### config.mk
export PLATFORM = sky130hd
export DESIGN_NAME = sd_channel_flat
export DESIGN_NICKNAME = d
export VERILOG_FILES = /design/src/sd_pkg.sv /design/src/sd_cfg_if.sv /design/src/sd_sinc_filter.sv /design/src/sd_channel.sv /design/src/flat_wrapper.sv
export VERILOG_INCLUDE_DIRS = /design/src
export SDC_FILE = /design/constraint.sdc
export NUM_CORES = 1
export LEC_CHECK = 0
export ABC_AREA = 0
export BUFFER_PORTS_ARGS = -buffer_cell sky130_fd_sc_hd__buf_2
export CORE_MARGIN = 2
export CORE_UTILIZATION = 62
export CTS_BUF_LIST = sky130_fd_sc_hd__clkbuf_4
export CTS_CLUSTER_DIAMETER = 150
export DETAILED_ROUTE_END_ITERATION = 10
export PLACE_DENSITY = 0.89
export SLEW_MARGIN = 10
export SYNTH_ARGS = -nofsm -noshare
export SYNTH_HDL_FRONTEND = slang
export SYNTH_SLANG_ARGS = --single-unit
export TNS_END_PERCENT = 30
### constraint.sdc
create_clock -name clock -period 5.8 [get_ports clock]
set_clock_uncertainty 0.2 [all_clocks]
set_input_delay 0.29 -clock clock [delete_from_list [all_inputs] [get_ports clock]]
set_output_delay 0.29 -clock clock [all_outputs]
set_load 0.005 [all_outputs]
### src/sd_macros.svh
////////////////////
// ADC constants
////////////////////

`ifndef SD_MACROS_SVH
`define SD_MACROS_SVH

// Channel count and data path widths
`define SD_NUM_CHANNELS 4
`define SD_ACC_WIDTH 24
`define SD_SAMPLE_WIDTH 16

// Modulator bits that make up one output sample
`define SD_DECIMATION 64

// AXI4-Lite register map, byte addresses
`define SD_AXI_ADDR_WIDTH 8
`define SD_ADDR_CONTROL 8'h00
`define SD_ADDR_STATUS 8'h04
`define SD_ADDR_OFFSET_BASE 8'h10

`endif

### src/sd_pkg.sv
////////////////////
// ADC types
////////////////////

`include "sd_macros.svh"

package sd_pkg;

    // Signed conversion result
    typedef logic signed [`SD_SAMPLE_WIDTH-1:0] sample_t;

    // Per-channel calibration offset
    typedef logic signed [15:0] offset_t;

    // Channel number carried next to each output sample
    typedef logic [$clog2(`SD_NUM_CHANNELS)-1:0] chan_idx_t;

    // Integrator and differentiator word, wraps freely
    typedef logic [`SD_ACC_WIDTH-1:0] acc_t;

    // Control register layout
    typedef struct packed {
        logic [19:0] reserved_hi;
        logic [3:0]  invert;
        logic [3:0]  reserved_lo;
        logic [3:0]  enable;
    } control_t;

endpackage

### src/sd_cfg_if.sv
////////////////////
// Channel settings
////////////////////

`timescale 1ns/100ps

interface sd_cfg_if;

    logic            enable;
    logic            invert;
    sd_pkg::offset_t offset;
    // Pulses for one cycle when a pending sample is overwritten
    logic            overrun;

    modport regs (
        output enable,
        output invert,
        output offset,
        input  overrun
    );

    modport chan (
        input  enable,
        input  invert,
        input  offset,
        output overrun
    );

endinterface

### src/sd_sinc_filter.sv
////////////////////
// Sinc1 decimator
////////////////////

`timescale 1ns/100ps

`include "sd_macros.svh"

module sd_sinc_filter (
    input  logic          clock,
    input  logic          reset,
    input  logic          enable,
    input  logic          sd_clock,
    input  logic          sd_data,
    output sd_pkg::acc_t  count,
    output logic          window_done
);

    localparam int COUNT_W = $clog2(`SD_DECIMATION);
    localparam logic [COUNT_W-1:0] LAST_BIT = COUNT_W'(`SD_DECIMATION - 1);

    logic               sd_clock_meta;
    logic               sd_clock_sync;
    logic               sd_clock_prev;
    logic               sd_data_meta;
    logic               sd_data_sync;
    logic               rise;
    logic [COUNT_W-1:0] bit_count;
    logic               window_end;
    sd_pkg::acc_t       integrator;
    sd_pkg::acc_t       snapshot;

    // Data goes through the same two flops as the clock so both stay aligned
    assign rise = sd_clock_sync && !sd_clock_prev;

    always_ff @(posedge clock) begin
        if (!reset) begin
            sd_clock_meta <= 1'b0;
            sd_clock_sync <= 1'b0;
            sd_clock_prev <= 1'b0;
            sd_data_meta  <= 1'b0;
            sd_data_sync  <= 1'b0;
            bit_count     <= '0;
            window_end    <= 1'b0;
            window_done   <= 1'b0;
            integrator    <= '0;
            snapshot      <= '0;
        end else begin
            sd_clock_meta <= sd_clock;
            sd_clock_sync <= sd_clock_meta;
            sd_clock_prev <= sd_clock_sync;
            sd_data_meta  <= sd_data;
            sd_data_sync  <= sd_data_meta;
            if (!enable) begin
                bit_count   <= '0;
                window_end  <= 1'b0;
                window_done <= 1'b0;
                integrator  <= '0;
                snapshot    <= '0;
            end else begin
                window_end  <= 1'b0;
                window_done <= window_end;
                if (rise) begin
                    integrator <= integrator + sd_pkg::acc_t'(sd_data_sync);
                    if (bit_count == LAST_BIT) begin
                        bit_count  <= '0;
                        window_end <= 1'b1;
                    end else begin
                        bit_count <= bit_count + 1'b1;
                    end
                end
                if (window_end) begin
                    snapshot <= integrator;
                end
            end
        end
    end

    // Integrator is never cleared, the modular difference gives the window sum
    always_ff @(posedge clock) begin
        if (window_end) begin
            count <= integrator - snapshot;
        end
    end

endmodule

### src/sd_channel.sv
////////////////////
// ADC channel
////////////////////

`timescale 1ns/100ps

`include "sd_macros.svh"

module sd_channel (
    input  logic             clock,
    input  logic             reset,
    input  logic             sd_clock,
    input  logic             sd_data,
    sd_cfg_if.chan           cfg,
    output logic             sample_valid,
    input  logic             sample_ready,
    output sd_pkg::sample_t  sample_data
);

    localparam int SAT_MAX = (1 << (`SD_SAMPLE_WIDTH - 1)) - 1;
    localparam int SAT_MIN = -(1 << (`SD_SAMPLE_WIDTH - 1));
    localparam sd_pkg::sample_t SAMPLE_MAX = sd_pkg::sample_t'(SAT_MAX);
    localparam sd_pkg::sample_t SAMPLE_MIN = sd_pkg::sample_t'(SAT_MIN);

    sd_pkg::acc_t    count;
    logic            window_done;
    int              sum;
    sd_pkg::sample_t clamped;
    sd_pkg::sample_t sat_q;
    sd_pkg::sample_t signed_result;
    logic            stage1_valid;
    logic            overrun_q;

    sd_sinc_filter u_filter (
        .clock       (clock),
        .reset       (reset),
        .enable      (cfg.enable),
        .sd_clock    (sd_clock),
        .sd_data     (sd_data),
        .count       (count),
        .window_done (window_done)
    );

    // Centre on half the window, then add the offset and clamp
    always_comb begin
        sum = int'(count) - `SD_DECIMATION / 2 + int'(cfg.offset);
        if (sum > SAT_MAX) begin
            clamped = SAMPLE_MAX;
        end else if (sum < SAT_MIN) begin
            clamped = SAMPLE_MIN;
        end else begin
            clamped = sd_pkg::sample_t'(sum);
        end
    end

    // The most negative value has no positive twin, so it maps to the maximum
    always_comb begin
        if (!cfg.invert) begin
            signed_result = sat_q;
        end else if (sat_q == SAMPLE_MIN) begin
            signed_result = SAMPLE_MAX;
        end else begin
            signed_result = -sat_q;
        end
    end

    always_ff @(posedge clock) begin
        if (!reset) begin
            stage1_valid <= 1'b0;
            sample_valid <= 1'b0;
            overrun_q    <= 1'b0;
        end else begin
            stage1_valid <= window_done;
            // A new sample landing on an unaccepted one counts as an overrun
            overrun_q    <= cfg.enable && stage1_valid && sample_valid && !sample_ready;
            if (!cfg.enable) begin
                sample_valid <= 1'b0;
            end else if (stage1_valid) begin
                sample_valid <= 1'b1;
            end else if (sample_ready) begin
                sample_valid <= 1'b0;
            end
        end
    end

    always_ff @(posedge clock) begin
        if (window_done) begin
            sat_q <= clamped;
        end
        if (stage1_valid) begin
            sample_data <= signed_result;
        end
    end

    assign cfg.overrun = overrun_q;

endmodule

### src/flat_wrapper.sv
// flat-port wrapper written by rule: the top's interface ports become plain ports
module sd_channel_flat 
  (clock, reset, sd_clock, sd_data, sample_valid, sample_ready, sample_data, cfg_enable, cfg_invert, cfg_offset, cfg_overrun);
  sd_cfg_if cfg_i ();
  input  logic clock;
  input  logic reset;
  input  logic sd_clock;
  input  logic sd_data;
  output logic sample_valid;
  input  logic sample_ready;
  output sd_pkg::sample_t sample_data;
  input wire logic [$bits(cfg_i.enable)-1:0] cfg_enable;
  input wire logic [$bits(cfg_i.invert)-1:0] cfg_invert;
  input wire logic [$bits(cfg_i.offset)-1:0] cfg_offset;
  output wire logic [$bits(cfg_i.overrun)-1:0] cfg_overrun;
  assign cfg_i.enable = cfg_enable;
  assign cfg_i.invert = cfg_invert;
  assign cfg_i.offset = cfg_offset;
  assign cfg_overrun = cfg_i.overrun;
  sd_channel u_core (.clock(clock), .reset(reset), .sd_clock(sd_clock), .sd_data(sd_data), .cfg(cfg_i), .sample_valid(sample_valid), .sample_ready(sample_ready), .sample_data(sample_data));
endmodule
==> results of run 1 <==
-- routing by layer --
layer / vias to the layer above / track usage / share of wire
met2: 111 / 0.411 / 0.50
met5: - / 0 / 0
li1: 3032 / - / -
met1: 2737 / 0.267 / 0.45
met3: 27 / 0.0503 / 0.032
met4: 0 / 0.110 / 0.024
-- tightest hold or removal path: cells and delay by family --
family / cells / cell delay (ps)
AO/OA/AOI/OAI: 1 / 130
buffers and inverters: 2 / 120
adder cells (fa/ha/maj): 1 / 120
-- cell usage after synthesis, drive strengths merged (9+ instances only) --
cell / n
a21o: 19
a21oi: 43
and2: 11
and3: 16
clkbuf: 18
dfxtp: 64
edfxtp: 56
ha: 58
inv: 48
mux2i: 25
nand2: 58
nand3: 27
nor2: 94
nor3: 20
o21a: 10
o21ai: 44
o31ai: 9
or3: 11
xnor2: 43
xor2: 44
-- power by group through the flow --
| stage | registers [mW] | clock network, mW | logic (mW) |
|---|---|---|---|
| 6_report | 0.884 | 0.509 | 0.134 |
| 5_1_grt | 0.885 | 0.556 | 0.148 |
| 4_1_cts | 0.884 | 0.520 | 0.132 |
| 3_5_place_dp | 0.903 | 0 | 0.128 |
| 3_3_place_gp | 0.903 | 0 | 0.125 |
| 2_1_floorplan | 0.903 | 0 | 0.0968 |
-- what timing repair did --
action / in CTS / in global routing
hold endpoints to repair: 12 / 0
endpoints found under the setup margin: 0 / 0
hold buffers: 8 / 0
-- metrics by stage --
stage | setup slack, ps | utilization | power, mW
final | 662 | 0.684 | 1.53
after global routing | 323 | 0.684 | 1.59
after CTS | 637 | 0.684 | 1.54
after detailed placement | 655 | 0.658 | 1.03
after global placement | 924 | 0.658 | 1.03
after floorplan | 1390 | - | 1.00
-- flip-flops by register name, summed over array words and instances (netlist names) --
register,count
u_core.cfg.overrun,1
u_core.sample_data,16
u_core.sample_valid,1
u_core.sat_q,16
u_core.stage1_valid,1
u_core.u_filter.bit_count,6
u_core.u_filter.count,24
u_core.u_filter.integrator,24
u_core.u_filter.sd_clock_meta,1
u_core.u_filter.sd_clock_prev,1
u_core.u_filter.sd_clock_sync,1
u_core.u_filter.sd_data_meta,1
u_core.u_filter.sd_data_sync,1
u_core.u_filter.snapshot,24
u_core.u_filter.window_done,1
u_core.u_filter.window_end,1
-- worst max path at each step --
stage                                        start                             to  slack (ps)
5_1_grt        u_core.u_filter.count[12]$_DFFE_PP_  u_core.sat_q[2]$_SDFFCE_PN1P_         320
2_1_floorplan  u_core.u_filter.count[12]$_DFFE_PP_  u_core.sat_q[0]$_SDFFCE_PN1P_        1390
3_3_place_gp   u_core.u_filter.count[12]$_DFFE_PP_  u_core.sat_q[4]$_SDFFCE_PN1P_         920
4_1_cts        u_core.u_filter.count[12]$_DFFE_PP_  u_core.sat_q[2]$_SDFFCE_PN1P_         640
3_5_place_dp   u_core.u_filter.count[12]$_DFFE_PP_  u_core.sat_q[2]$_SDFFCE_PN1P_         660
6_report       u_core.u_filter.count[12]$_DFFE_PP_  u_core.sat_q[2]$_SDFFCE_PN1P_         660
-- logic make-up after synthesis --
group,after synthesis,share of synthesized area
xor gates and xnor gates,87,0.101
muxes,25,0.0331
DFF,120,0.392
AOI/OAI and AO/OA,173,0.153
buffers and inverters,68,0.0349
adders and majority gates,60,0.101
and+or+nand+nor,286,0.185
-- layout make-up --
cell class	count	area, µm²
clock buffers	18	135
clock inverters	14	97.6
fillers	890	3770
inverters	48	180
multi-input cells	631	4330
flip-flops and latches	120	2960
well taps	147	184
repair buffers	50	295
==> out/qor.yml, run 1 <==
fmax_mhz: 195
timing.hold.ws_ps: 40.4
setup-tns-final_ps: 0
post-route-period-util: 0.886
power_frac_seq: 0.579
slew_viol_final: 0
grt_pass1_vias: 5591
reg2reg_to: "u_core.sat_q[2]$_SDFFCE_PN1P_"
grt_remaining_overflow: 0
synth_top_area_frac: 0.223
placed_area_mm2: 0.00787
post_cts_resized: 0
min_to: "u_core.sat_q[0]$_SDFFCE_PN1P_"
p_leak_nw: 3.23
final.min_clock_period_ps: 5140
power.density_mw_per_mm2: 187
p_int_mw: 1.11
cp_num_buf_inv: 0
finalSetupViolCount: 0
cp.depth: 14
fin_nets: 951
dieArea_mm2: 0.0131
holdCritPathClass: "in2reg"
clk_pin_slew_ps: 110
status: "complete, no violations"
cts-root-buf: "clkbuf_4"
drive_above_1_share: 0.106
synth_cell_type_count: 66
cts_setup_buffers: 0
via_per_inst: 5.75
drc: 0
start_util: 0.632
slowest_delay_ps: 920
clock_sink_count: 120
die_y_um: 114
crit_type: "reg2reg"
ys_warn_count: 0
synth_area_mm2: 0.00756
diodes: 0
reg2regPathDepth: 14
syn-num-nets: 902
whs_path_depth: 4
cts_max_path_buffers: 2
drtAntennaViolNets: 0
place_congestion: 0.893
ir_drop_v: 0.000135
final_area_mm2: 0.00819
crit_arrival_ps: 5180
synth_edf_count: 56
swShare: 0.271
cp-end-kind: "register"
path_delay_family: "simple AND/OR/NAND/NOR gates"
area_growth_pct: 8.33
ctsHtreeMaxLevel: 4
ys_seq_area_frac: 0.392
port_buffers: 40
dpl.cell_count: 988
cts_buffers: 17
core_mm2: 0.0120
rsz0062_at_grt: "false"
cp_cell_sequence: "or4_1 > or2_2 > nor3_1 > xor2_1 > ha_1 > and2_1 > and3_1 > and3_1 > o21ai_0 > nand4b_1 > a41oi_1 > xnor2_1 > a41oi_1 > o21ai_0"
final_common_cell: "nor2_1"
combPwrFrac: 0.088
async_flop_share: 0
vias: 5907
hold_start: "cfg_offset[0]"
reg2reg_slack_ps: 660
grt_use_total: 0.232
cts_tree: "built"
max_cap_viol_count: 0
hold_violations: 0
r2r-start: "u_core.u_filter.count[12]$_DFFE_PP_"
setup.worst_path.start_class: "register"
syn_avg_cell_area_um2: 9.23
dp_hpwl_um: 10800
clk-insertion-delay-late_ps: 540
power_frac_clock: 0.333
ioPinCount: 41
crit_fanout: 15
die_w_um: 114
synth_seq_cells: 120
grt_max_degree: 49
num_rows: 40
yosysTopAreaCell: "edfxtp_1"
ys_top_cells_by_area: "edfxtp_1 22%, dfxtp_1 17%, ha_1 9.6%"
fin_cells: 1028
grt_pass1_wl_um: 24300
antenna_found_initial: 0
wirelength_um: 14600
slowest_stage: "a41oi_1"
synth_ff_type: "dfxtp_1"
syn_inst: 819
dr.pass1.iters: 4
worst_pin_slew_ps: 1130
wire_per_inst_um: 14.2
first_iter_violations: 351
crit_required_ps: 5840
p_sw_uw: 413
layout_common_cells: "94 x nor2_1, 63 x dfxtp_1, 58 x nand2_1, 58 x ha_1, 56 x edfxtp_1"
slew_headroom: 0.237
Note: power is estimated with default switching activity, not from simulation.
==> run 2: changes to the inputs <==
Settings changed: CORE_UTILIZATION 62 to 64, PLACE_DENSITY 0.89 to 0.91.
==> run 2 against run 1 <==
Global-route usage increased by 1.6 points; sequential cell count did not move; maximum frequency is 2.1% lower; design area increased by 1.2%; combinational power about the same; first-iteration DRC count decreased by 8.3%; sequential share of layout area shrank 0.42 points; hold slack better by 28 ps; count of clock-buffer cells in the layout stayed put; clock power grew 33%; critical path type unchanged.
==> out/qor.yml, run 2 (same netlist as run 1, synthesis figures left out) <==
num_rows: 39  # -2.5%
slew_viol_final: 0  # unchanged
drive_above_1_share: 0.104  # -0.00114
cp_cell_sequence: "or4_1 > or2_2 > nor3_1 > xor2_1 > ha_1 > and2_1 > and3_1 > and3_1 > o21ai_0 > nand4b_1 > a41oi_1 > xnor2_1 > a41oi_1 > o21ai_0"
start_util: 0.659  # +0.0272
max_cap_viol_count: 0  # unchanged
clk-insertion-delay-late_ps: 540  # about the same
cts_max_path_buffers: 2  # unchanged
worst_pin_slew_ps: 1160  # +33.2 ps
cts_buffers: 17  # unchanged
fmax_mhz: 191  # -2.1%
setup.worst_path.start_class: "register"
final.min_clock_period_ps: 5250  # +109 ps
final_common_cell: "nor2_1"
whs_path_depth: 4  # unchanged
crit_type: "reg2reg"
nFillCells: 800  # -10%
cts-root-buf: "clkbuf_4"
dr.pass1.iters: 5  # +1
placed_area_mm2: 0.00787  # about the same
reg2regPathDepth: 14  # unchanged
dieArea_mm2: 0.0127  # -3.0%
place_congestion: 0.913  # +2.2%
min_to: "u_core.sat_q[0]$_SDFFCE_PN1P_"
via_per_inst: 5.89  # +2.6%
die_y_um: 113  # -1.5%
rsz0062_at_grt: "false"
grt_remaining_overflow: 0  # unchanged
layout_common_cells: "94 x nor2_1, 63 x dfxtp_1, 58 x nand2_1, 58 x ha_1, 56 x edfxtp_1"
first_iter_violations: 322  # -8.3%
setup-tns-final_ps: 0  # unchanged
ioPinCount: 41  # unchanged
place_worst_setup_slack_ps: 568  # -87.3 ps
post-route-period-util: 0.905  # +0.0187
top_regs: "u_core.u_filter.count x24, u_core.u_filter.integrator x24, u_core.u_filter.snapshot x24"
reg2reg_slack_ps: 550  # -110 ps
power.density_mw_per_mm2: 205  # +9.7%
layout_setup_ws_ps: 553  # -109 ps
reg2reg_to: "u_core.sat_q[3]$_SDFFCE_PN1P_"
crit_arrival_ps: 5270  # +90 ps
slowest_stage: "a41oi_1"
r2r-start: "u_core.u_filter.count[12]$_DFFE_PP_"
clk_pin_slew_ps: 110  # about the same
dpl.cell_count: 984  # -0.40%
port_buffers: 40  # unchanged
hold_violations: 0  # unchanged
wire_per_inst_um: 14.9  # +5.0%
core_mm2: 0.0115  # -4.1%
vias: 6041  # +2.3%
cts_tree: "built"
crit_fanout: 15  # unchanged
final_area_mm2: 0.00828  # +1.2%
status: "complete, no violations"
grt_max_degree: 49  # unchanged
fin_cells: 1025  # -0.29%
slew_headroom: 0.214  # -0.0225
crit_required_ps: 5830  # about the same
grt_pass1_wl_um: 25500  # +5.0%
holdCritPathClass: "in2reg"
drc: 0  # unchanged
die_w_um: 113  # -1.5%
cts_setup_buffers: 0  # unchanged
fin_nets: 951  # unchanged
grt_pass1_vias: 5867  # +4.9%
cp-end-kind: "register"
dp_hpwl_um: 11200  # +3.8%
clock_sink_count: 120  # unchanged
slowest_delay_ps: 950  # +30 ps
ir_drop_v: 0.000325  # +140%
finalSetupViolCount: 0  # unchanged
post_cts_resized: 0  # unchanged
utilization: 0.722  # +0.0378
area_growth_pct: 9.59
setup.worst_path.start: "u_core.u_filter.count[12]$_DFFE_PP_"
antenna_found_initial: 1  # +1
wirelength_um: 15300  # +4.7%
drtAntennaViolNets: 0  # unchanged
grt_use_total: 0.249  # +0.0164
ctsHtreeMaxLevel: 4  # unchanged
hold_start: "cfg_offset[0]"
p_leak_nw: 3.27  # +1.0%
run 2: changes by cell type in the layout (fill, tap and decap cells not counted), sizes merged:
cell	previous run	this run
bufinv	0	4
clkinv	8	5
inv	54	52
clkinvlp	0	1
diode	0	1
run 2: final cells by class:
type                            instances  area, µm²  area share
Clock buffer                           18        135      0.0163
Tap cell                              143        179      0.0216
Timing Repair Buffer                   50        295      0.0357
Multi-Input combinational cell        631       4330       0.523
Clock inverter                         14        195      0.0236
Inverter                               48        180      0.0218
Antenna cell                            1       2.50    0.000302
Sequential cell                       120       2960       0.358
run 2: metrics by stage:
stage | power [mW] | hold WS [ps]
6_report | 1.70 | 68.8
5_1_grt | 1.76 | 24.6
4_1_cts | 1.70 | 28.4
3_5_place_dp | 1.03 | 222
3_3_place_gp | 1.03 | 214
2_1_floorplan | 1.00 | 166
run 2: worst max path at each step:
stage,end
after floorplan,u_core.sat_q[0]$_SDFFCE_PN1P_
after global placement,u_core.sat_q[3]$_SDFFCE_PN1P_
after detailed placement,u_core.sat_q[3]$_SDFFCE_PN1P_
after CTS,u_core.sat_q[3]$_SDFFCE_PN1P_
after global routing,u_core.sat_q[3]$_SDFFCE_PN1P_
final,u_core.sat_q[3]$_SDFFCE_PN1P_
run 2: critical path: cells and delay by family, from the launching register on:
kind            cells  cell delay (ps)
simple gates        7             1960
compound gates      4             1610
flops               1              450
xor+xnor            2              350
fa+ha+maj           1              340
run 2: power by group:
group          internal, mW  total, mW  switching [mW]
Sequential            0.884      0.884        0.000602
Combinational        0.0541      0.134          0.0799
Clock                 0.351      0.677           0.327
Total                  1.29       1.70           0.407
run 2: what timing repair did:
item,CTS,global route
hold endpoints to repair,12,0
hold buffers,8,0
setup endpoints to repair,0,0
run 2: routing by layer:
| metal | track usage | wire (µm) |
|---|---|---|
| met3 | 0.0578 | 532 |
| met2 | 0.456 | 7860 |
| met1 | 0.274 | 6520 |
| met5 | 0 | 0 |
| met4 | 0.106 | 383 |
